==> config.mk <==
export PLATFORM = sky130hd
export DESIGN_NAME = retire_core
export DESIGN_NICKNAME = d
export VERILOG_FILES = /design/src/rtl/retire_core_pkg.sv /design/src/rtl/retire_core.sv /design/src/rtl/reorder_buffer.sv /design/src/rtl/register_file.sv /design/src/rtl/completion_bus.sv /design/src/rtl/iterative_multiplier.sv /design/src/rtl/int_alu.sv
export SDC_FILE = /design/constraint.sdc
export NUM_CORES = 2
export LEC_CHECK = 0
export BUFFER_PORTS_ARGS = -buffer_cell sky130_fd_sc_hd__buf_4
export CAP_MARGIN = 20
export CORE_AREA = 4 4 366 368
export DETAILED_ROUTE_END_ITERATION = 6
export DIE_AREA = 0 0 370 372
export PLACE_DENSITY = 0.74
export RECOVER_POWER = 50
export SKIP_LAST_GASP = 1
export SYNTH_ARGS = -nofsm -noshare
export SYNTH_HDL_FRONTEND = slang
export SYNTH_SLANG_ARGS = --single-unit
export TNS_END_PERCENT = 50
==> constraint.sdc <==
create_clock -name clock -period 6 [get_ports clock]
set_clock_uncertainty 0.15 [all_clocks]
set_input_delay 0.6 -clock clock [delete_from_list [all_inputs] [get_ports clock]]
set_output_delay 0.6 -clock clock [all_outputs]
set_load 0.03 [all_outputs]
==> src/rtl/retire_core_pkg.sv <==
package retire_core_pkg;

    ////////////////////
    // sizes
    ////////////////////

    localparam int xlen       = 32;
    localparam int reg_count  = 16;
    localparam int reg_addr_w = 4;
    localparam int rob_size   = 8;
    localparam int rob_tag_w  = 3;
    // 8 multiplier bits per step
    localparam int mult_steps = 4;

    ////////////////////
    // encodings
    ////////////////////

    // unlisted codes decode as illegal
    typedef enum logic [3:0] {
        op_add     = 4'h0,
        op_sub     = 4'h1,
        op_and     = 4'h2,
        op_or      = 4'h3,
        op_xor     = 4'h4,
        op_sll     = 4'h5,
        op_slt     = 4'h6,
        op_mul     = 4'h7,
        op_illegal = 4'hf
    } opcode_e;

    // slot index for completion holding
    typedef enum logic {
        fu_alu  = 1'b0,
        fu_mult = 1'b1
    } fu_e;

    typedef enum logic {
        no_error     = 1'b0,
        illegal_inst = 1'b1
    } error_status_e;

    // reference result for one op
    function automatic logic [xlen-1:0] alu_compute(
        input opcode_e         op,
        input logic [xlen-1:0] a,
        input logic [xlen-1:0] b
    );
        case (op)
            op_add:  alu_compute = a + b;
            op_sub:  alu_compute = a - b;
            op_and:  alu_compute = a & b;
            op_or:   alu_compute = a | b;
            op_xor:  alu_compute = a ^ b;
            // shift amount is the low 5 bits only
            op_sll:  alu_compute = a << b[4:0];
            op_slt:  alu_compute = {{(xlen-1){1'b0}}, $signed(a) < $signed(b)};
            // low word of the product
            op_mul:  alu_compute = a * b;
            default: alu_compute = '0;
        endcase
    endfunction

endpackage
==> src/rtl/retire_core.sv <==
`timescale 1ns/10ps

module retire_core (
    input  logic                                   clock,
    input  logic                                   rst_n,
    input  logic                                   dispatch_valid,
    input  retire_core_pkg::opcode_e               dispatch_op,
    input  logic [retire_core_pkg::reg_addr_w-1:0]   dispatch_rd,
    input  logic [retire_core_pkg::xlen-1:0]         dispatch_a,
    input  logic [retire_core_pkg::xlen-1:0]         dispatch_b,
    output logic                                   dispatch_stall,
    output logic                                   commit_valid,
    output logic [retire_core_pkg::reg_addr_w-1:0]   commit_rd,
    output logic [retire_core_pkg::xlen-1:0]         commit_data,
    output retire_core_pkg::error_status_e         error_status,
    output logic [retire_core_pkg::reg_count-1:0][retire_core_pkg::xlen-1:0] regs_out
);

    import retire_core_pkg::*;

    ////////////////////
    // internal wires
    ////////////////////

    logic                 alu_start;
    logic                 mult_start;
    logic [rob_tag_w-1:0] dispatch_tag;
    // unit outputs
    logic                 alu_done;
    logic [xlen-1:0]      alu_result;
    logic [rob_tag_w-1:0] alu_tag;
    logic                 mult_busy;
    logic                 mult_done;
    logic [xlen-1:0]      mult_result;
    logic [rob_tag_w-1:0] mult_tag;
    // completion
    logic                 alu_slot_full;
    logic                 mult_slot_full;
    logic                 cdb_valid;
    logic [rob_tag_w-1:0] cdb_tag;
    logic [xlen-1:0]      cdb_value;

    reorder_buffer u_rob (
        .clock          (clock),
        .rst_n          (rst_n),
        .dispatch_valid (dispatch_valid),
        .dispatch_op    (dispatch_op),
        .dispatch_rd    (dispatch_rd),
        .dispatch_stall (dispatch_stall),
        .alu_start      (alu_start),
        .mult_start     (mult_start),
        .dispatch_tag   (dispatch_tag),
        .alu_slot_full  (alu_slot_full),
        .mult_slot_full (mult_slot_full),
        .mult_busy      (mult_busy),
        .cdb_valid      (cdb_valid),
        .cdb_tag        (cdb_tag),
        .cdb_value      (cdb_value),
        .commit_valid   (commit_valid),
        .commit_rd      (commit_rd),
        .commit_data    (commit_data),
        .error_status   (error_status)
    );

    ////////////////////
    // functional units
    ////////////////////

    // operands arrive resolved, fed to both units
    int_alu u_alu (
        .start      (alu_start),
        .op         (dispatch_op),
        .a          (dispatch_a),
        .b          (dispatch_b),
        .tag_in     (dispatch_tag),
        .alu_done   (alu_done),
        .alu_result (alu_result),
        .alu_tag    (alu_tag)
    );

    iterative_multiplier u_mult (
        .clock       (clock),
        .rst_n       (rst_n),
        .start       (mult_start),
        .a           (dispatch_a),
        .b           (dispatch_b),
        .tag_in      (dispatch_tag),
        .mult_busy   (mult_busy),
        .mult_done   (mult_done),
        .mult_result (mult_result),
        .mult_tag    (mult_tag)
    );

    completion_bus u_cdb (
        .clock          (clock),
        .rst_n          (rst_n),
        .alu_done       (alu_done),
        .alu_result     (alu_result),
        .alu_tag        (alu_tag),
        .mult_done      (mult_done),
        .mult_result    (mult_result),
        .mult_tag       (mult_tag),
        .alu_slot_full  (alu_slot_full),
        .mult_slot_full (mult_slot_full),
        .cdb_valid      (cdb_valid),
        .cdb_tag        (cdb_tag),
        .cdb_value      (cdb_value)
    );

    // commit target
    register_file u_rf (
        .clock        (clock),
        .rst_n        (rst_n),
        .commit_valid (commit_valid),
        .commit_rd    (commit_rd),
        .commit_data  (commit_data),
        .regs_out     (regs_out)
    );

endmodule

==> src/rtl/reorder_buffer.sv <==
`timescale 1ns/10ps

module reorder_buffer (
    input  logic                                 clock,
    input  logic                                 rst_n,
    // dispatch side
    input  logic                                 dispatch_valid,
    input  retire_core_pkg::opcode_e             dispatch_op,
    input  logic [retire_core_pkg::reg_addr_w-1:0] dispatch_rd,
    output logic                                 dispatch_stall,
    output logic                                 alu_start,
    output logic                                 mult_start,
    output logic [retire_core_pkg::rob_tag_w-1:0]  dispatch_tag,
    // unit occupancy
    input  logic                                 alu_slot_full,
    input  logic                                 mult_slot_full,
    input  logic                                 mult_busy,
    // common data bus
    input  logic                                 cdb_valid,
    input  logic [retire_core_pkg::rob_tag_w-1:0]  cdb_tag,
    input  logic [retire_core_pkg::xlen-1:0]       cdb_value,
    // retirement
    output logic                                 commit_valid,
    output logic [retire_core_pkg::reg_addr_w-1:0] commit_rd,
    output logic [retire_core_pkg::xlen-1:0]       commit_data,
    output retire_core_pkg::error_status_e       error_status
);

    import retire_core_pkg::*;

    ////////////////////
    // entry storage
    ////////////////////

    logic [rob_size-1:0]   ent_valid;
    logic [rob_size-1:0]   ent_done;
    logic [rob_size-1:0]   ent_illegal;
    logic [reg_addr_w-1:0] ent_rd [rob_size];
    logic [xlen-1:0]       ent_value [rob_size];

    logic [rob_tag_w-1:0]  head;
    logic [rob_tag_w-1:0]  tail;
    // one extra bit so a full buffer is visible
    logic [rob_tag_w:0]    count;

    logic is_alu;
    logic is_mul;
    logic is_illegal;
    logic accept;
    logic head_ready;

    ////////////////////
    // dispatch routing
    ////////////////////

    // decode target unit from opcode
    always_comb begin
        is_alu     = 1'b0;
        is_mul     = 1'b0;
        is_illegal = 1'b0;
        case (dispatch_op)
            op_add, op_sub, op_and, op_or, op_xor, op_sll, op_slt: is_alu = 1'b1;
            op_mul:  is_mul = 1'b1;
            // op_illegal and every unlisted code
            default: is_illegal = 1'b1;
        endcase
    end

    // stall level from occupancy, target unit state and error status
    assign dispatch_stall = (count == (rob_tag_w+1)'(rob_size))
                          || (is_alu && alu_slot_full)
                          || (is_mul && (mult_busy || mult_slot_full))
                          || (error_status == illegal_inst);

    assign accept       = dispatch_valid && !dispatch_stall;
    // units start in the accepting cycle
    assign alu_start    = accept && is_alu;
    assign mult_start   = accept && is_mul;
    assign dispatch_tag = tail;

    ////////////////////
    // in-order retire
    ////////////////////

    // head is done and retirement still allowed
    assign head_ready   = ent_valid[head] && ent_done[head] && (error_status == no_error);
    // illegal head gives no commit pulse
    assign commit_valid = head_ready && !ent_illegal[head];
    assign commit_rd    = ent_rd[head];
    assign commit_data  = ent_value[head];

    // pointers, occupancy, status bits
    always_ff @(posedge clock or negedge rst_n) begin
        if (!rst_n) begin
            head         <= '0;
            tail         <= '0;
            count        <= '0;
            ent_valid    <= '0;
            ent_done     <= '0;
            error_status <= no_error;
        end else begin
            if (accept) begin
                ent_valid[tail] <= 1'b1;
                // illegal ops finish at dispatch
                ent_done[tail]  <= is_illegal;
                tail            <= tail + 1'b1;
            end
            // result broadcast, tagged writeback
            if (cdb_valid) begin
                ent_done[cdb_tag] <= 1'b1;
            end
            if (commit_valid) begin
                ent_valid[head] <= 1'b0;
                head            <= head + 1'b1;
            end
            // illegal at head freezes retirement until reset
            if (head_ready && ent_illegal[head]) begin
                error_status <= illegal_inst;
            end
            case ({accept, commit_valid})
                2'b10:   count <= count + 1'b1;
                2'b01:   count <= count - 1'b1;
                default: count <= count;
            endcase
        end
    end

    // payload fields
    always_ff @(posedge clock) begin
        if (accept) begin
            ent_rd[tail]      <= dispatch_rd;
            ent_illegal[tail] <= is_illegal;
        end
        if (cdb_valid) begin
            ent_value[cdb_tag] <= cdb_value;
        end
    end

endmodule

==> src/rtl/register_file.sv <==
`timescale 1ns/10ps

module register_file (
    input  logic                                   clock,
    input  logic                                   rst_n,
    input  logic                                   commit_valid,
    input  logic [retire_core_pkg::reg_addr_w-1:0]   commit_rd,
    input  logic [retire_core_pkg::xlen-1:0]         commit_data,
    output logic [retire_core_pkg::reg_count-1:0][retire_core_pkg::xlen-1:0] regs_out
);

    import retire_core_pkg::*;

    ////////////////////
    // architectural state
    ////////////////////

    // register 0 is never written, stays zero
    always_ff @(posedge clock or negedge rst_n) begin
        if (!rst_n) begin
            regs_out <= '0;
        end else if (commit_valid && (commit_rd != '0)) begin
            regs_out[commit_rd] <= commit_data;
        end
    end

endmodule

==> src/rtl/completion_bus.sv <==
`timescale 1ns/10ps

module completion_bus (
    input  logic                                clock,
    input  logic                                rst_n,
    input  logic                                alu_done,
    input  logic [retire_core_pkg::xlen-1:0]      alu_result,
    input  logic [retire_core_pkg::rob_tag_w-1:0] alu_tag,
    input  logic                                mult_done,
    input  logic [retire_core_pkg::xlen-1:0]      mult_result,
    input  logic [retire_core_pkg::rob_tag_w-1:0] mult_tag,
    output logic                                alu_slot_full,
    output logic                                mult_slot_full,
    output logic                                cdb_valid,
    output logic [retire_core_pkg::rob_tag_w-1:0] cdb_tag,
    output logic [retire_core_pkg::xlen-1:0]      cdb_value
);

    import retire_core_pkg::*;

    // unit inputs gathered by slot index
    logic [fu_mult:fu_alu] unit_done;
    logic [xlen-1:0]       unit_result [fu_alu:fu_mult];
    logic [rob_tag_w-1:0]  unit_tag [fu_alu:fu_mult];

    ////////////////////
    // holding slots
    ////////////////////

    logic [fu_mult:fu_alu] slot_ready;
    logic [xlen-1:0]       slot_value [fu_alu:fu_mult];
    logic [rob_tag_w-1:0]  slot_tag [fu_alu:fu_mult];
    fu_e                   sel;

    assign unit_done[fu_alu]    = alu_done;
    assign unit_done[fu_mult]   = mult_done;
    assign unit_result[fu_alu]  = alu_result;
    assign unit_result[fu_mult] = mult_result;
    assign unit_tag[fu_alu]     = alu_tag;
    assign unit_tag[fu_mult]    = mult_tag;

    assign alu_slot_full  = slot_ready[fu_alu];
    assign mult_slot_full = slot_ready[fu_mult];

    // fixed priority, multiplier first
    assign sel       = slot_ready[fu_mult] ? fu_mult : fu_alu;
    assign cdb_valid = |slot_ready;
    assign cdb_tag   = slot_tag[sel];
    assign cdb_value = slot_value[sel];

    // a new result beats the clear from broadcast
    always_ff @(posedge clock or negedge rst_n) begin
        if (!rst_n) begin
            slot_ready <= '0;
        end else begin
            for (int u = fu_alu; u <= fu_mult; u++) begin
                if (unit_done[u]) begin
                    slot_ready[u] <= 1'b1;
                end else if (cdb_valid && (sel == fu_e'(u))) begin
                    slot_ready[u] <= 1'b0;
                end
            end
        end
    end

    // result and tag captured on done
    always_ff @(posedge clock) begin
        for (int u = fu_alu; u <= fu_mult; u++) begin
            if (unit_done[u]) begin
                slot_value[u] <= unit_result[u];
                slot_tag[u]   <= unit_tag[u];
            end
        end
    end

endmodule

==> src/rtl/iterative_multiplier.sv <==
`timescale 1ns/10ps

module iterative_multiplier (
    input  logic                                clock,
    input  logic                                rst_n,
    input  logic                                start,
    input  logic [retire_core_pkg::xlen-1:0]      a,
    input  logic [retire_core_pkg::xlen-1:0]      b,
    input  logic [retire_core_pkg::rob_tag_w-1:0] tag_in,
    output logic                                mult_busy,
    output logic                                mult_done,
    output logic [retire_core_pkg::xlen-1:0]      mult_result,
    output logic [retire_core_pkg::rob_tag_w-1:0] mult_tag
);

    import retire_core_pkg::*;

    logic [xlen-1:0]               mcand;
    logic [xlen-1:0]               mplier;
    logic [xlen-1:0]               acc;
    logic [xlen-1:0]               partial;
    logic [$clog2(mult_steps)-1:0] step;

    ////////////////////
    // shift-add step
    ////////////////////

    // low byte of the multiplier times the shifted multiplicand
    assign partial = mcand * xlen'(mplier[7:0]);

    // last step result goes straight to the slot
    assign mult_result = acc + partial;
    assign mult_done   = mult_busy && (step == mult_steps - 1);

    // busy and step count
    always_ff @(posedge clock or negedge rst_n) begin
        if (!rst_n) begin
            mult_busy <= 1'b0;
            step      <= '0;
        end else if (start) begin
            mult_busy <= 1'b1;
            step      <= '0;
        end else if (mult_done) begin
            mult_busy <= 1'b0;
        end else if (mult_busy) begin
            step <= step + 1'b1;
        end
    end

    // operands and accumulator
    always_ff @(posedge clock) begin
        if (start) begin
            mcand    <= a;
            mplier   <= b;
            acc      <= '0;
            mult_tag <= tag_in;
        end else if (mult_busy) begin
            acc    <= mult_result;
            // bits above xlen fall off, low word only
            mcand  <= mcand << 8;
            mplier <= mplier >> 8;
        end
    end

endmodule

==> src/rtl/int_alu.sv <==
`timescale 1ns/10ps

module int_alu (
    input  logic                                start,
    input  retire_core_pkg::opcode_e            op,
    input  logic [retire_core_pkg::xlen-1:0]      a,
    input  logic [retire_core_pkg::xlen-1:0]      b,
    input  logic [retire_core_pkg::rob_tag_w-1:0] tag_in,
    output logic                                alu_done,
    output logic [retire_core_pkg::xlen-1:0]      alu_result,
    output logic [retire_core_pkg::rob_tag_w-1:0] alu_tag
);

    import retire_core_pkg::*;

    ////////////////////
    // single cycle
    ////////////////////

    // done in the start cycle, the slot captures at the edge
    assign alu_done = start;

    // add, sub, logic ops, sll and signed slt
    always_comb begin
        alu_result = alu_compute(op, a, b);
    end

    // tag goes back with the result
    assign alu_tag = tag_in;

endmodule

; ---- After elaboration in Yosys (flattened, before gate mapping)
; Memories as Yosys holds them, arrays and structs flattened.
; Cells that the tools add are included.
[totals]
register_bits = 651
ramBits = 358
input_bits = 75
output_inout_bits = 551
word_cells = 158
memories = 4
[op_classes]
addsub = 8
n_mul = 2
order_cmp = 9
n_eq_ne = 12
n_shift = 1
mux = 48
bitwise_logic = 9
n_reduce_logical = 34
[memory_table]
columns = memory, words, width, rd, rd_clocked_by_memory_dff, write_ports, line_no
row1 = u_rob.ent_value, 8, 32, 1, 0, 1, reorder_buffer.sv:39  ; logic [xlen-1:0] ent_value [rob_size];
row2 = u_cdb.slot_value, 2, 32, 1, 0, 2, completion_bus.sv:31  ; logic [xlen-1:0] slot_value [fu_alu:fu_mult];
row3 = u_rob.ent_rd, 8, 4, 1, 0, 1, reorder_buffer.sv:38  ; logic [reg_addr_w-1:0] ent_rd [rob_size];
row4 = u_cdb.slot_tag, 2, 3, 1, 0, 2, completion_bus.sv:32  ; logic [rob_tag_w-1:0] slot_tag [fu_alu:fu_mult];
[ops]
columns = op, n
row1 = $bwmux 512, 1
row2 = $pmux 32 s8, 1
row3 = $mux 32, 5
row4 = $demux 32 s4, 1
row5 = $add 32x32->32, 2
row6 = $and 32x32->32, 1
row7 = $lt 32x32->1, 1
row8 = $mul 32x32->32, 1
row9 = $mul 32x8->32, 1
row10 = $mux 8, 4
row11 = $or 32x32->32, 1
row12 = $shl 32x5->32, 1
row13 = $sub 32x32->32, 1
row14 = $xor 32x32->32, 1
row15 = $mux 1, 24
row16 = $logic_and 1x1->1, 17
row17 = $bwmux 8, 2
row18 = $eq 4x3->1 const B, 4
row19 = $or 8x8->8, 2
row20 = $lt 3x4->1 const B, 3
row21 = $reduce_bool 2->1, 5
row22 = $bmux 1 s3, 3
row23 = $demux 1 s3, 3
row24 = $ge 3x1->1 const B, 3
row25 = 25 further kinds, 35

; ---- Depth between registers and ports, before layout
[logic_depth]
word_depth = 12
depth_mapped = 28
ltp_nobuf = 26

; ---- Modules after synthesis
; A second synthesis with hierarchy kept.
[unflattened]
hier_cells = 5741
hier_area_um2 = 67255.8
[by_module_without_submodules]
columns = module, n_inst, cells_per_inst, area_per_inst_um2, seq_area_each_um2
row1 = int_alu, 1, 2654, 21334.2, 0.0
row2 = register_file, 1, 1129, 18869.3, 12812.3
row3 = reorder_buffer, 1, 668, 12645.9, 9564.2
row4 = iterative_multiplier, 1, 1176, 11666.2, 2727.6
row5 = completion_bus, 1, 114, 2740.1, 2152.1

; ---- Least setup slack after synthesis
; Ideal clock, no wire load.
[synth_path]
kind = input port to flip-flop
start = input dispatch_b[2] (netlist name)
end = memory u_cdb.slot_value[0][29] (data pin)
setup_time_ns = 0.273
t_arrival_ns = 7.950
required_ns = 5.577
path_slack_ns = -2.373
cell_stages = 25
path_buffers = 4
cell_sequence = clkbuf_1 -> inv_1 -> clkbuf_1 -> buf_1 -> clkbuf_1 -> nor2_1 -> fa_1 -> inv_1 -> fa_1 -> fa_1 -> fa_1 -> fa_1 -> fa_1 -> fa_1 -> fa_1 -> inv_1 -> ha_1 -> and4_1 -> and2_1 -> a221o_1 -> a211o_1 -> and3_1 -> o211a_1 -> o21ai_0 -> o211ai_1
[synth_lines]
columns = item, line_no
row1 = "start, declared", retire_core.sv:10  ; input logic [retire_core_pkg::xlen-1:0] dispatch_b,
row2 = "end, declared", completion_bus.sv:31

==> results.sh <==
export IMPL_firstDrtPassIters=6
export IMPL_initial_core_util_pct=49.7
export IMPL_rows=133
export IMPL_reg2reg_depth=18
export IMPL_startpoint_type="primary input"
export IMPL_violations="capacitance limit, slew limit, setup timing"
export IMPL_die_area_um2=138000
export IMPL_cts_sinks=1009
export IMPL_r2r_setup_slack_ns=0.23
export IMPL_hold_class="primary input to register"
export IMPL_grt_pass1_vias=52158
export IMPL_syn_cell_area_um2=65000
export IMPL_cp_arrival_ns=7.04
export IMPL_avgRoutedWirePerCell_um=25.2
export IMPL_path_clk_slew_ns=0.06
export IMPL_yosysUniqueCellTypes=83
export IMPL_wl_met1_mm=85.0
export IMPL_cts_tree="built"
export IMPL_grt_max_degree=116
export IMPL_dp_cells=8672
export IMPL_highest_layer="met5"
export IMPL_setup_slack_ns=-0.782
export IMPL_ys_async_sr_fraction_pct=53.9
export IMPL_startpoint="dispatch_a[4]"
export IMPL_tightest_slew_ns=2.82
export IMPL_post_place_ws_ns=-1.73
export IMPL_ant_nets=0
export IMPL_drive_above_1_share_pct=16.1
export IMPL_gp_congestion=1.03
export IMPL_avgSynthCellArea_um2=10.6
export IMPL_yosys_warnings=0
export IMPL_r2r_end="u_mult.acc[24]"
export IMPL_syn_nets=7093
export IMPL_tns_ns=-9.32
export IMPL_io_pins=626
export IMPL_syn_to_final_growth_pct=19.6
export IMPL_crit_type="primary input to register"
export IMPL_crit_required_ns=6.26
export IMPL_fp_dieW_um=370
export IMPL_io_buffer_count=625
export IMPL_first_iter_violations=4784
export IMPL_worstSetupEndpointType="register"
export IMPL_relSlewSlack_pct=-88.1
export IMPL_finalNetCount=7992
export IMPL_ctsLongestPathBuffers=3
export IMPL_yosysSeqAreaShare_pct=41.9
export IMPL_met2WireLength_mm=103
export IMPL_synth_edf_count=433
export IMPL_post_route_period_util_pct=113
export IMPL_vias=50988
export IMPL_max_cap_viol_count=8
export IMPL_syn_inst=6154
export IMPL_cp_endpoint="u_cdb.slot_value[0][29]"
export IMPL_fmax_mhz=147
export IMPL_clockRootBuffer="clkbuf_16"
export IMPL_antenna_found_initial=5
export IMPL_clk_latency_ns=0.74
export IMPL_fp_dieH_um=372
export IMPL_setup_violations_final=20
export IMPL_grt_pass1_wl_mm=332
export IMPL_wl_mm=224
export IMPL_rsz0062_at_grt="yes"
export IMPL_ys_seq_elements=1009
export IMPL_hold_violations=0
export IMPL_crit_fanout=9
export IMPL_grt_overflow_total=0
export IMPL_hpwlAfterDp_mm=170
export IMPL_synth_top_flop_cell="dfrtp_1"
export IMPL_outcome="complete, but fails checks"
export IMPL_route_met3_wl_mm=19.6
export IMPL_htreeDepth=3
export IMPL_cts_made_buffers=102
export IMPL_drv_slew=530
export IMPL_gr_usage_all_layers_pct=32.4
export IMPL_fin_crit_ns=6.78
export IMPL_crit_reg2reg_launch="u_mult.mplier[0]"
export IMPL_holdWs_ns=0.215
export IMPL_routed_via_density=5.73
export IMPL_stdcell_count=8898
export IMPL_route_detailed_drc=0
export IMPL_fp_coreArea_um2=131000
-- layout make-up --
cell class              count  area [um2]
diodes                      2        5.00
repair buffers           1197        7620
well taps                1755        2200
inverters                 648        2480
multi-input cells        4095       34600
flip-flops and latches   1009       27300
clock inverters            39         583
fillers                 11234       53100
clock buffers             153        3000
-- critical path: stages --
cell and delay [ns]:
buf_4 0.14, buf_8 0.19, inv_2 0.08, buf_8 0.16, nor2_1 0.16, fa_1 0.44
inv_1 0.08, fa_1 0.43, fa_1 0.51, inv_1 0.04, ha_1 0.27, inv_1 0.05
fa_2 0.61, fa_1 0.43, fa_1 0.52, fa_1 0.50, inv_1 0.04, ha_1 0.18
or2_2 0.31, a221o_1 0.28, a211o_1 0.36, and3_4 0.19, o211a_1 0.23, o21ai_2 0.12
o211ai_1 0.11
-- synthesized netlist by cell type (93+ instances only) --
master | count | share of area [%]
a21oi_1 | 211 | 1.6
and2_1 | 107 | 1.0
clkbuf_1 | 331 | 1.9
dfrtp_1 | 544 | 21
edfxtp_1 | 433 | 20
fa_1 | 597 | 18
ha_1 | 267 | 5.1
inv_1 | 615 | 3.6
mux4_2 | 93 | 3.2
nand2_1 | 1030 | 5.9
nor2_1 | 434 | 2.5
o21ai_0 | 407 | 3.1
o21ai_1 | 147 | 1.1
xnor2_1 | 104 | 1.4
-- metal layers --
metal | vias to the layer above | track usage, %
met4 | 4 | 18.8
li1 | 22162 | -
met5 | - | 0
met3 | 716 | 7.05
met1 | 25517 | 40.7
met2 | 2589 | 52.0
-- how the worst min path moves through the flow --
stage	startpoint	end	cells after the start
floorplan	rst_n	u_cdb.slot_ready[0]	0
global placement	u_rf.regs_out[18]	u_rf.regs_out[18]	0
detailed placement	u_rf.regs_out[14]	u_rf.regs_out[14]	0
CTS	dispatch_b[31]	u_mult.mplier[31]	3
global route	dispatch_op[3]	u_rob.ent_illegal[6]	1
finish	dispatch_b[31]	u_mult.mplier[31]	3
-- sequential cells by signal, summed over array words and instances, names as in the netlist, 3 cells and up --
signal	flops
u_rob.ent_valid	8
u_mult.mult_tag	3
u_mult.mcand	32
u_rob.ent_rd	32
u_rob.count	4
u_cdb.slot_value	64
u_mult.acc	32
u_rf.regs_out	512
u_rob.ent_value	256
u_rob.head	3
u_rob.ent_done	8
u_rob.ent_illegal	8
u_mult.mplier	32
u_cdb.slot_tag	6
u_rob.dispatch_tag	3
-- kinds of logic after synthesis --
group	count (synthesis)	synth area share [%]
buffers and inverters	1050	6.12
adder cells (fa/ha/maj)	864	23.5
AO/OA/AOI/OAI	1087	9.84
XOR/XNOR	136	1.85
AND/OR/NAND/NOR	1793	11.6
flip-flops	1009	41.9
multiplexers	215	5.17
-- through the flow --
stage / instance area, um2 / utilization (%)
2_1_floorplan: 65400 / -
3_3_place_gp: 75100 / 57.4
3_5_place_dp: 75100 / 57.4
4_1_cts: 79400 / 60.7
5_1_grt: 77700 / 59.4
6_report: 77700 / 59.4
-- repair_timing --
action	in CTS	in global routing
hold endpoints to repair	125	0
buffers inserted	21	6
endpoints found under the setup margin	20	21
pin swaps	70	41
cloned	1	0
resized for setup	134	72
hold buffers	5	0
-- placed cells by master, fill, tap and decap left out, types with 32 or more instances in the layout --
cell type and count:
a21o_1 47, a21oi_1 205, and2_1 106, buf_4 590, buf_6 42, clkbuf_1 545
clkbuf_16 105, dfrtp_1 540, dfxtp_1 32, edfxtp_1 433, fa_1 576, ha_1 251
inv_1 598, mux2_1 32, mux2i_1 53, mux4_2 93, nand2_1 1013, nor2_1 413
nor3_1 57, o211ai_1 32, o21ai_0 400, o21ai_1 148, xnor2_1 101
Power is left out: the tool's default activity adds up to more than one toggle a clock period on the data nets, which glitch-free logic cannot reach.
